`config.mk`:
```
export PLATFORM = sky130hd
export DESIGN_NAME = sha512_axil_regs_flat
export DESIGN_NICKNAME = d
export VERILOG_FILES = /design/src/hdl/sha512_pkg.sv /design/src/hdl/sha512_axil_pkg.sv /design/src/hdl/sha512_core_if.sv /design/src/hdl/sha512_axil_regs.sv /design/src/flat_wrapper.sv
export VERILOG_INCLUDE_DIRS = /design/src /design/src/hdl
export SDC_FILE = /design/constraint.sdc
export NUM_CORES = 1
export LEC_CHECK = 0
export ABC_AREA = 0
export BUFFER_PORTS_ARGS = -buffer_cell sky130_fd_sc_hd__buf_2
export CORE_AREA = 4 4 631 633
export DETAILED_ROUTE_END_ITERATION = 7
export DIE_AREA = 0 0 635 637
export HOLD_SLACK_MARGIN = 0.12
export SKIP_LAST_GASP = 1
export SLEW_MARGIN = 10
export SYNTH_ARGS = -nofsm -noshare
export SYNTH_HDL_FRONTEND = slang
export SYNTH_SLANG_ARGS = --single-unit
```
`constraint.sdc`:
```
create_clock -name clk -period 5.8 [get_ports clk]
set_input_delay 1.16 -clock clk [delete_from_list [all_inputs] [get_ports clk]]
set_output_delay 1.16 -clock clk [all_outputs]
set_load 0.02 [all_outputs]
```
`src/hdl/sha512_cfg.svh`:
```
`ifndef SHA512_CFG_SVH
`define SHA512_CFG_SVH

// byte address width of the register port.
`define SHA512_ADDR_W 10
// bus word width.
`define SHA512_DATA_W 32

// one 1024-bit block as bus words.
`define SHA512_BLOCK_WORDS 32
`define SHA512_ROUNDS 80

`endif

```
`src/hdl/sha512_pkg.sv`:
```
`default_nettype none

`include "sha512_cfg.svh"

package sha512_pkg;

  typedef enum logic [1:0] {
    mode_224 = 2'd0,
    mode_256 = 2'd1,
    mode_384 = 2'd2,
    mode_512 = 2'd3
  } sha512_mode_t;

  typedef enum logic [1:0] {
    idle,
    init_round,
    rounds,
    finalize
  } sha512_state_t;

  typedef logic [`SHA512_BLOCK_WORDS*`SHA512_DATA_W-1:0] sha512_block_t;
  typedef logic [511:0] sha512_digest_t;

  function automatic logic [63:0] rotr64(input logic [63:0] x, input int unsigned n);
    return (x >> n) | (x << (64 - n));
  endfunction

endpackage

`default_nettype wire

```
`src/hdl/sha512_axil_pkg.sv`:
```
`default_nettype none

package sha512_axil_pkg;

  typedef enum logic [1:0] {
    axil_okay   = 2'b00,
    axil_slverr = 2'b10
  } axil_resp_t;

  // word offsets, byte address divided by four.
  localparam int unsigned reg_ctrl      = 8;
  localparam int unsigned reg_status    = 9;
  localparam int unsigned reg_block_lo  = 16;
  localparam int unsigned reg_block_hi  = 47;
  localparam int unsigned reg_digest_lo = 64;
  localparam int unsigned reg_digest_hi = 79;

endpackage

`default_nettype wire

```
`src/hdl/sha512_core_if.sv`:
```
`timescale 1ns/100ps
`default_nettype none

interface sha512_core_if
  import sha512_pkg::*;
();
  sha512_block_t  block;
  sha512_mode_t   mode;
  logic           init;
  logic           next;
  logic           ready;
  logic           digest_valid;
  sha512_digest_t digest;

  modport regs (output block, mode, init, next, input ready, digest_valid, digest);
  modport core (input block, mode, init, next, output ready, digest_valid, digest);

endinterface

`default_nettype wire

```
`src/hdl/sha512_axil_regs.sv`:
```
`timescale 1ns/100ps
`default_nettype none

`include "sha512_cfg.svh"

module sha512_axil_regs
  import sha512_pkg::*;
  import sha512_axil_pkg::*;
(
  input  logic                        clk,
  input  logic                        rst_n,
  input  logic [`SHA512_ADDR_W-1:0]   awaddr,
  input  logic                        awvalid,
  output logic                        awready,
  input  logic [`SHA512_DATA_W-1:0]   wdata,
  input  logic [`SHA512_DATA_W/8-1:0] wstrb,
  input  logic                        wvalid,
  output logic                        wready,
  output axil_resp_t                  bresp,
  output logic                        bvalid,
  input  logic                        bready,
  input  logic [`SHA512_ADDR_W-1:0]   araddr,
  input  logic                        arvalid,
  output logic                        arready,
  output logic [`SHA512_DATA_W-1:0]   rdata,
  output axil_resp_t                  rresp,
  output logic                        rvalid,
  input  logic                        rready,
  sha512_core_if.regs                 bus
);

  logic [`SHA512_DATA_W-1:0] blk_q [`SHA512_BLOCK_WORDS];
  sha512_mode_t              mode_q;
  logic                      init_q;
  logic                      next_q;
  logic                      wr_fire;
  logic                      rd_fire;
  logic [`SHA512_ADDR_W-3:0] wr_idx;
  logic [`SHA512_ADDR_W-3:0] rd_idx;
  logic                      wr_is_blk;
  logic                      rd_is_blk;
  logic                      rd_is_dig;
  logic [4:0]                wr_blk;
  logic [4:0]                rd_blk;
  logic [3:0]                rd_dig;
  logic [`SHA512_DATA_W-1:0] rd_word;
  axil_resp_t                rd_resp;

  assign wr_fire = awvalid && wvalid && !bvalid;
  assign rd_fire = arvalid && !rvalid;
  assign awready = wr_fire;
  assign wready  = wr_fire;
  assign arready = rd_fire;

  assign wr_idx    = awaddr[`SHA512_ADDR_W-1:2];
  assign rd_idx    = araddr[`SHA512_ADDR_W-1:2];
  assign wr_is_blk = (wr_idx >= reg_block_lo) && (wr_idx <= reg_block_hi);
  assign rd_is_blk = (rd_idx >= reg_block_lo) && (rd_idx <= reg_block_hi);
  assign rd_is_dig = (rd_idx >= reg_digest_lo) && (rd_idx <= reg_digest_hi);
  assign wr_blk    = 5'(wr_idx - reg_block_lo);
  assign rd_blk    = 5'(rd_idx - reg_block_lo);
  assign rd_dig    = 4'(rd_idx - reg_digest_lo);

  always_ff @(posedge clk)
  begin
    if (!rst_n)
    begin
      bvalid <= 1'b0;
      init_q <= 1'b0;
      next_q <= 1'b0;
      mode_q <= mode_512;
    end
    else
    begin
      init_q <= 1'b0;
      next_q <= 1'b0;
      if (bvalid && bready)
        bvalid <= 1'b0;
      if (wr_fire)
      begin
        bvalid <= 1'b1;
        if (wr_idx == reg_ctrl)
        begin
          mode_q <= sha512_mode_t'(wdata[3:2]);
          // a start while the core is busy is dropped. init wins over next.
          if (bus.ready)
          begin
            init_q <= wdata[0];
            next_q <= wdata[1] & ~wdata[0];
          end
        end
      end
    end
  end

  always_ff @(posedge clk)
  begin
    if (wr_fire)
    begin
      if (wr_is_blk || wr_idx == reg_ctrl || wr_idx == reg_status ||
          (wr_idx >= reg_digest_lo && wr_idx <= reg_digest_hi))
        bresp <= axil_okay;
      else
        bresp <= axil_slverr;
      if (wr_is_blk)
        for (int b = 0; b < `SHA512_DATA_W/8; b++)
          if (wstrb[b])
            blk_q[wr_blk][8*b +: 8] <= wdata[8*b +: 8];
    end
  end

  always_comb
  begin
    rd_word = '0;
    rd_resp = axil_okay;
    if (rd_idx == reg_ctrl)
      rd_word[3:2] = mode_q;
    else if (rd_idx == reg_status)
      rd_word[1:0] = {bus.digest_valid, bus.ready};
    else if (rd_is_blk)
      rd_word = blk_q[rd_blk];
    else if (rd_is_dig)
      rd_word = bus.digest[(4'd15 - rd_dig)*`SHA512_DATA_W +: `SHA512_DATA_W];
    else
      rd_resp = axil_slverr;
  end

  always_ff @(posedge clk)
  begin
    if (!rst_n)
      rvalid <= 1'b0;
    else if (rd_fire)
      rvalid <= 1'b1;
    else if (rready)
      rvalid <= 1'b0;
  end

  always_ff @(posedge clk)
  begin
    if (rd_fire)
    begin
      rdata <= rd_word;
      rresp <= rd_resp;
    end
  end

  // word 0 is the most significant.
  always_comb
  begin
    for (int i = 0; i < `SHA512_BLOCK_WORDS; i++)
      bus.block[(`SHA512_BLOCK_WORDS-1-i)*`SHA512_DATA_W +: `SHA512_DATA_W] = blk_q[i];
  end

  assign bus.mode = mode_q;
  assign bus.init = init_q;
  assign bus.next = next_q;

  a_b_hold: assert property (@(posedge clk) disable iff (!rst_n)
    bvalid && !bready |=> bvalid && $stable(bresp));

  a_r_hold: assert property (@(posedge clk) disable iff (!rst_n)
    rvalid && !rready |=> rvalid && $stable(rdata) && $stable(rresp));

endmodule

`default_nettype wire

```
`src/flat_wrapper.sv`:
```
// flat-port wrapper written by rule: the top's interface ports become plain ports
module sha512_axil_regs_flat import sha512_pkg::*; import sha512_axil_pkg::*;
  (clk, rst_n, awaddr, awvalid, awready, wdata, wstrb, wvalid, wready, bresp, bvalid, bready, araddr, arvalid, arready, rdata, rresp, rvalid, rready, bus_block, bus_mode, bus_init, bus_next, bus_ready, bus_digest_valid, bus_digest);
  sha512_core_if bus_i ();
  input  logic clk;
  input  logic rst_n;
  input  logic [`SHA512_ADDR_W-1:0] awaddr;
  input  logic awvalid;
  output logic awready;
  input  logic [`SHA512_DATA_W-1:0] wdata;
  input  logic [`SHA512_DATA_W/8-1:0] wstrb;
  input  logic wvalid;
  output logic wready;
  output axil_resp_t bresp;
  output logic bvalid;
  input  logic bready;
  input  logic [`SHA512_ADDR_W-1:0] araddr;
  input  logic arvalid;
  output logic arready;
  output logic [`SHA512_DATA_W-1:0] rdata;
  output axil_resp_t rresp;
  output logic rvalid;
  input  logic rready;
  output wire logic [$bits(bus_i.block)-1:0] bus_block;
  output wire logic [$bits(bus_i.mode)-1:0] bus_mode;
  output wire logic [$bits(bus_i.init)-1:0] bus_init;
  output wire logic [$bits(bus_i.next)-1:0] bus_next;
  input wire logic [$bits(bus_i.ready)-1:0] bus_ready;
  input wire logic [$bits(bus_i.digest_valid)-1:0] bus_digest_valid;
  input wire logic [$bits(bus_i.digest)-1:0] bus_digest;
  assign bus_block = bus_i.block;
  assign bus_mode = bus_i.mode;
  assign bus_init = bus_i.init;
  assign bus_next = bus_i.next;
  assign bus_i.ready = bus_ready;
  assign bus_i.digest_valid = bus_digest_valid;
  assign bus_i.digest = bus_digest;
  sha512_axil_regs u_core (.clk(clk), .rst_n(rst_n), .awaddr(awaddr), .awvalid(awvalid), .awready(awready), .wdata(wdata), .wstrb(wstrb), .wvalid(wvalid), .wready(wready), .bresp(bresp), .bvalid(bvalid), .bready(bready), .araddr(araddr), .arvalid(arvalid), .arready(arready), .rdata(rdata), .rresp(rresp), .rvalid(rvalid), .rready(rready), .bus(bus_i));
endmodule
```
# Word-level counts from Yosys, hierarchy flattened
# Memory sizes are Yosys's and may differ from the RTL's.
# Cells that the tools add are included.
# classes
n_addsub	4
n_mul	0
div	0
magnitude_cmp	8
n_eq_ne	4
shift	1
n_mux	27
bitwise	2
reduce_logical	19
# op_table
operator	n
indexed part select 512 x 33 -> 32 bit	1
two-way mux 32 bit	2
equality test 8 x 4 -> 1 bit (second input constant)	4
two-way mux 1 bit	20
>= comparator 8 x 5 -> 1 bit (second input constant)	2
>= comparator 8 x 7 -> 1 bit (second input constant)	2
less-or-equal comparator 8 x 6 -> 1 bit (second input constant)	2
less-or-equal comparator 8 x 7 -> 1 bit (second input constant)	2
two-way mux 2 bit	5
subtractor 5 bit (second input constant)	2
logical AND 1 bit	8
subtractor 4 x 4 -> 5 bit (first input constant)	1
AND reduction 4 bit	1
nonzero test 2 bit	2
subtractor 4 x 1 -> 4 bit (second input constant)	1
logical OR 1 bit	3
OR reduction 3 bit	1
logical NOT 1 bit	2
AND reduction 2 bit	1
OR reduction 2 bit	1
bitwise AND 1 bit	1
NOT 1 bit	1
# totals
register_bits	42
latch_bits	0
ram_bits	1024
romBits	0
input_bits	577
output_inout_bits	1069
word_cells	76
n_memories	1
# mem_list
memory	depth	word_bits	read_ports	rd_ports_with_merged_regs	write_ports	line_no	source
u_core.blk_q	32	32	33	0	1	sha512_axil_regs.sv:32	logic [`SHA512_DATA_W-1:0] blk_q [`SHA512_BLOCK_WORDS];

# Logic depth before layout (Yosys ltp)
# logic_depth
word_depth	7
depth_mapped	9
depth_no_buf	5

# Worst setup path after synthesis
# No wires, ideal clock.
# synth_timing
kind	in2out
from	in arvalid
to	out arready
t_arrival_ps	2901
required_time_ps	4640
setup_slack_ps	1739
cell_stages	1
n_path_buf	0
cell_sequence	nor2b_1
# synth_between
elab_chain_len	1
# synth_lines
element	line_no	source
start, declared	flat_wrapper.sv:18	input logic arvalid;
logical AND 1 bit	sha512_axil_regs.sv:50	assign rd_fire = arvalid && !rvalid;
end, declared	flat_wrapper.sv:19	output logic arready;
# No other way between the ends.

# Worst setup path in the final report
# layout_timing
from	in araddr[2]
to	reg u_core.rdata[2] (data pin)
# layout_between
elab_chain_len	7
elab_cells_between_ends	17
classes_between	add/sub (3); order compare (4); eq/ne (2); shift (1); mux (4); reduce/logical (2); memory (1)
# layout_lines
element	line_no	source
start, declared	flat_wrapper.sv:17	input logic [`SHA512_ADDR_W-1:0] araddr;
subtractor 4 x 1 -> 4 bit	sha512_axil_regs.sv:62	assign rd_dig = 4'(rd_idx - reg_digest_lo);
subtractor 4 x 4 -> 5 bit	sha512_axil_regs.sv:123	rd_word = bus.digest[(4'd15 - rd_dig)*`SHA512_DATA_W +: `SHA512_DATA_W];
indexed part select 512 x 33 -> 32 bit	sha512_axil_regs.sv:123	
two-way mux 32 bit	sha512_axil_regs.sv:122	else if (rd_is_dig)
two-way mux 32 bit	sha512_axil_regs.sv:120	else if (rd_is_blk)
two-way mux 2 bit	sha512_axil_regs.sv:118	else if (rd_idx == reg_status)
two-way mux 2 bit (*)	sha512_axil_regs.sv:116	if (rd_idx == reg_ctrl)
named net u_core.rd_word[2]	sha512_axil_regs.sv:46	logic [`SHA512_DATA_W-1:0] rd_word;
end signal, assigned	sha512_axil_regs.sv:142	rdata <= rd_word;
end, declared	sha512_axil_regs.sv:25	output logic [`SHA512_DATA_W-1:0] rdata,
# Mark *: on every way through the listed nets, which the timed path passes. The rest lies on a longest branch.
# A chain may end at the register's enable or synchronous reset.

==> results.tsv <==
stage	metric	value	unit
outcome	status	finished, final reports clean	
clock_network	cts_buffers	122	
grt	grt_pass1_wl	450800	um
pwr	power	18.26	mW
clock_network	cts_setup_buffers	0	
floorplanning	dieArea	0.4045	mm^2
synth	synth_area_leaders	edfxtp_1 70%, mux4_2 19%, mux2_2 1.5%	
floorplanning	dieHeight	637	um
sta	hold_ws	0.5152	ns
drt	via_per_inst	3.763	
grt	antenna_found_initial	193	
finish	design_area	0.06513	mm^2
min_path	hold_path.class	reg -> reg	
finish	final_net_count	4562	
critical_path	worstPathRequired	6.39	ns
synth	synth_top_area_cell	edfxtp_1	
sta	finalHoldViolCount	0	
sta	rsz0062_at_grt	no	
critical_path	endpoint_kind	flop	
synth	avgSynthCellArea	20.73	um^2
synth	yosysTopAreaCellShare	70.25	%
placement	dp.cells	9080	
grt	grt_overflow	0	
synth	synth_warnings	0	
floorplanning	num_rows	230	
sta	skew	0.09131	ns
drt	routed_wirelength	371000	um
clock_network	cts.clk_slew.worst_paths	0.06	ns
placement	post-place-ws	1.031	ns
min_path	hp-start	u_core.bus.mode[0]	
finish	n_fill_cell	43070	
critical_path	rr_startpoint	u_core.bvalid	
min_path	hold-path-endpoint	u_core.bus.mode[0]	
placement	placed_area	0.06087	mm^2
sta	fin_ws	2.059	ns
clock_network	clkSinkCount	1064	
clock_network	clockBufferDepth	4	
grt	grt_pass1_vias	34940	
critical_path	crit_path_max_fanout	57	
synth	ys_ff_latch	1064	
clock_network	clock_latency	0.90	ns
grt	use_met3	6.974	%
sta	relSlewSlack	10.59	%
drt	drc	0	
sta	slew_viol_final	0	
finish	multi_input_area	0.01262	mm^2
clock_network	root_buffer	clkbuf_16	
grt	grt_usage	17.53	%
synth	synth_edf_count	1058	
critical_path	r2r-end	u_core.blk_q[3][19]	
drt	drt_iter0_markers	4555	
sta	worst_pin_slew	1.336	ns
drt	drtPass1Iterations	6	
drt	drtAntennaViolNets	0	
clock_network	ctsResizeCount	0	
grt	busiest_layer	met2	
pwr	p_leak	22.80	nW
placement	place.gp.congestion	1.016	
pwr	ir_drop	248.9	uV
finish	area_delta_synth_final	44.01	%
placement	dp_hpwl	309400	um
sta	setup_viol	0	
floorplanning	core-area	0.3920	mm^2
floorplanning	io_pins	1646	
critical_path	crit_type	in -> reg	
floorplanning	die_w	635	um
floorplanning	initial_core_util	11.54	%
placement	port_buffers	1639	
grt	use_met2	28.55	%
clock_network	cts_tree	built	
synth	synthArstFlopShare	0	%
critical_path	ff2ff_path_depth	7	
pwr	p_per_area	280.4	mW/mm^2
sta	min_period_over_period	64.49	%
min_path	min_path_cells	2	
drt	wl_per_cell	39.53	um
critical_path	r2r_setup_slack	2.17	ns
clock_network	cts_hold_buf	0	
finish	fin_cells	9387	
sta	fmax	0.2673	GHz
synth	yosysSeqAreaShare	70.52	%
synth	synth_ff_type	edfxtp_1	
synth	netlist_area	0.04522	mm^2
run	drv_cap	0	
finish	final_util	16.62	%
grt	use_met1	20.26	%
finish	seq_area	0.03189	mm^2
clock_network	htree_levels	3	
critical_path	crit_arrival	4.33	ns
critical_path	critPathLaunchType	input port	
synth	yosysUniqueCellTypes	52	
sta	min_period	3.741	ns
sta	tns	0	ns
drt	via_count	35320	
finish	drive_gt1_share	60.98	%
synth	synthCells	2182	
grt	grt_max_degree	80	
## registers in the layout, indices dropped and copies added, names as in the netlist
name / flops
u_core.blk_q: 1024
u_core.bus.init: 1
u_core.rvalid: 1
u_core.bresp: 1
u_core.rresp: 1
u_core.bus.mode: 2
u_core.rdata: 32
u_core.bvalid: 1
u_core.bus.next: 1
## report_power, final
group	switching, mW	internal (mW)	total (mW)	leakage (nW)
logic	1.13	0.623	1.76	11.3
registers	0.0213	8.48	8.50	9.58
clock network	3.52	4.48	8.00	1.96
total	4.68	13.6	18.3	22.8
## cells by family (layout without fill, tap and decap cells)
| logic type | Yosys count | after routing | synth area share (%) |
|---|---|---|---|
| and+or+nand+nor | 259 | 259 | 2.501 |
| muxes | 519 | 519 | 22.45 |
| DFF | 1064 | 1064 | 70.52 |
| xor gates and xnor gates | 2 | 2 | 0.03874 |
| buffers and inverters | 168 | 2068 | 1.760 |
| AOI/OAI and AO/OA | 169 | 169 | 2.725 |
| other | 1 | 86 | 0.008292 |
## per-layer routing
metal	routed length [um]	share of wire, %
met1	137100	37
met2	173300	47
met3	40960	11
met4	19060	5.1
met5	608	0.16
## layout make-up
cell class	count	share of cell area (%)
Sequential cell	1064	48.97
Clock buffer	140	4.792
Inverter	23	0.1402
Tap cell	5220	10.03
Multi-Input combinational cell	951	19.38
Antenna cell	84	0.3228
Clock inverter	82	1.402
Timing Repair Buffer	1823	14.96
## cell usage in the layout (no fill, tap or decap), types with 6 or more instances in the layout
cell type and n:
a211oi_1 8, nand2_1 43, clkinv_2 20, nand3_1 11, buf_4 173, nor2_1 151, o22ai_1 48, buf_2 1635
mux4_2 390, o211ai_1 7, a221oi_1 6, inv_1 21, o21ai_0 10, nor2_2 8, mux2_2 62, o211a_1 13
mux2i_1 67, clkbuf_16 122, edfxtp_1 1058, a21oi_1 14, bufinv_16 13, buf_12 9, diode_2 84, inv_6 9
clkinvlp_4 8, a222oi_1 6, dfxtp_1 6, nor3b_1 6, a22oi_1 33, clkbuf_1 18, clkinv_1 17
## critical path, stage by stage
cell and delay, ns:
buf_8 0.59, buf_12 0.48, mux4_2 0.62, mux2i_1 0.16
nor3_1 0.07, a2111oi_0 0.92, a31oi_1 0.13
## worst max path at each step
stage,startpoint,to,slack (ns),depth (start not counted)
2_1_floorplan,arvalid,arready,1.74,1
3_3_place_gp,araddr[7],u_core.rdata[11],0.84,6
3_5_place_dp,araddr[2],u_core.rdata[15],1.03,6
4_1_cts,araddr[2],u_core.rdata[15],2.03,6
5_1_grt,araddr[2],u_core.rdata[9],1.96,7
6_report,araddr[2],u_core.rdata[2],2.06,7
## synthesized netlist by cell type (3+ instances only)
cell,n
nor2b_1,7
nor2_1,159
nor3b_1,6
buf_6,5
a311o_1,3
buf_1,16
a221oi_1,6
a211oi_1,9
buf_2,42
a222oi_1,6
mux2i_1,67
o211ai_1,7
a211o_1,5
o21ai_0,10
clkbuf_1,62
edfxtp_1,1058
a21oi_1,14
dfxtp_1,6
nand3_1,11
and2_1,3
buf_4,20
inv_1,22
o22ai_1,48
a22oi_1,33
mux4_2,390
or3_1,4
nor3_1,5
mux2_2,62
nand2_1,48
o211a_1,13
o2bb2ai_1,5
Power figures use the tool's default switching activity.
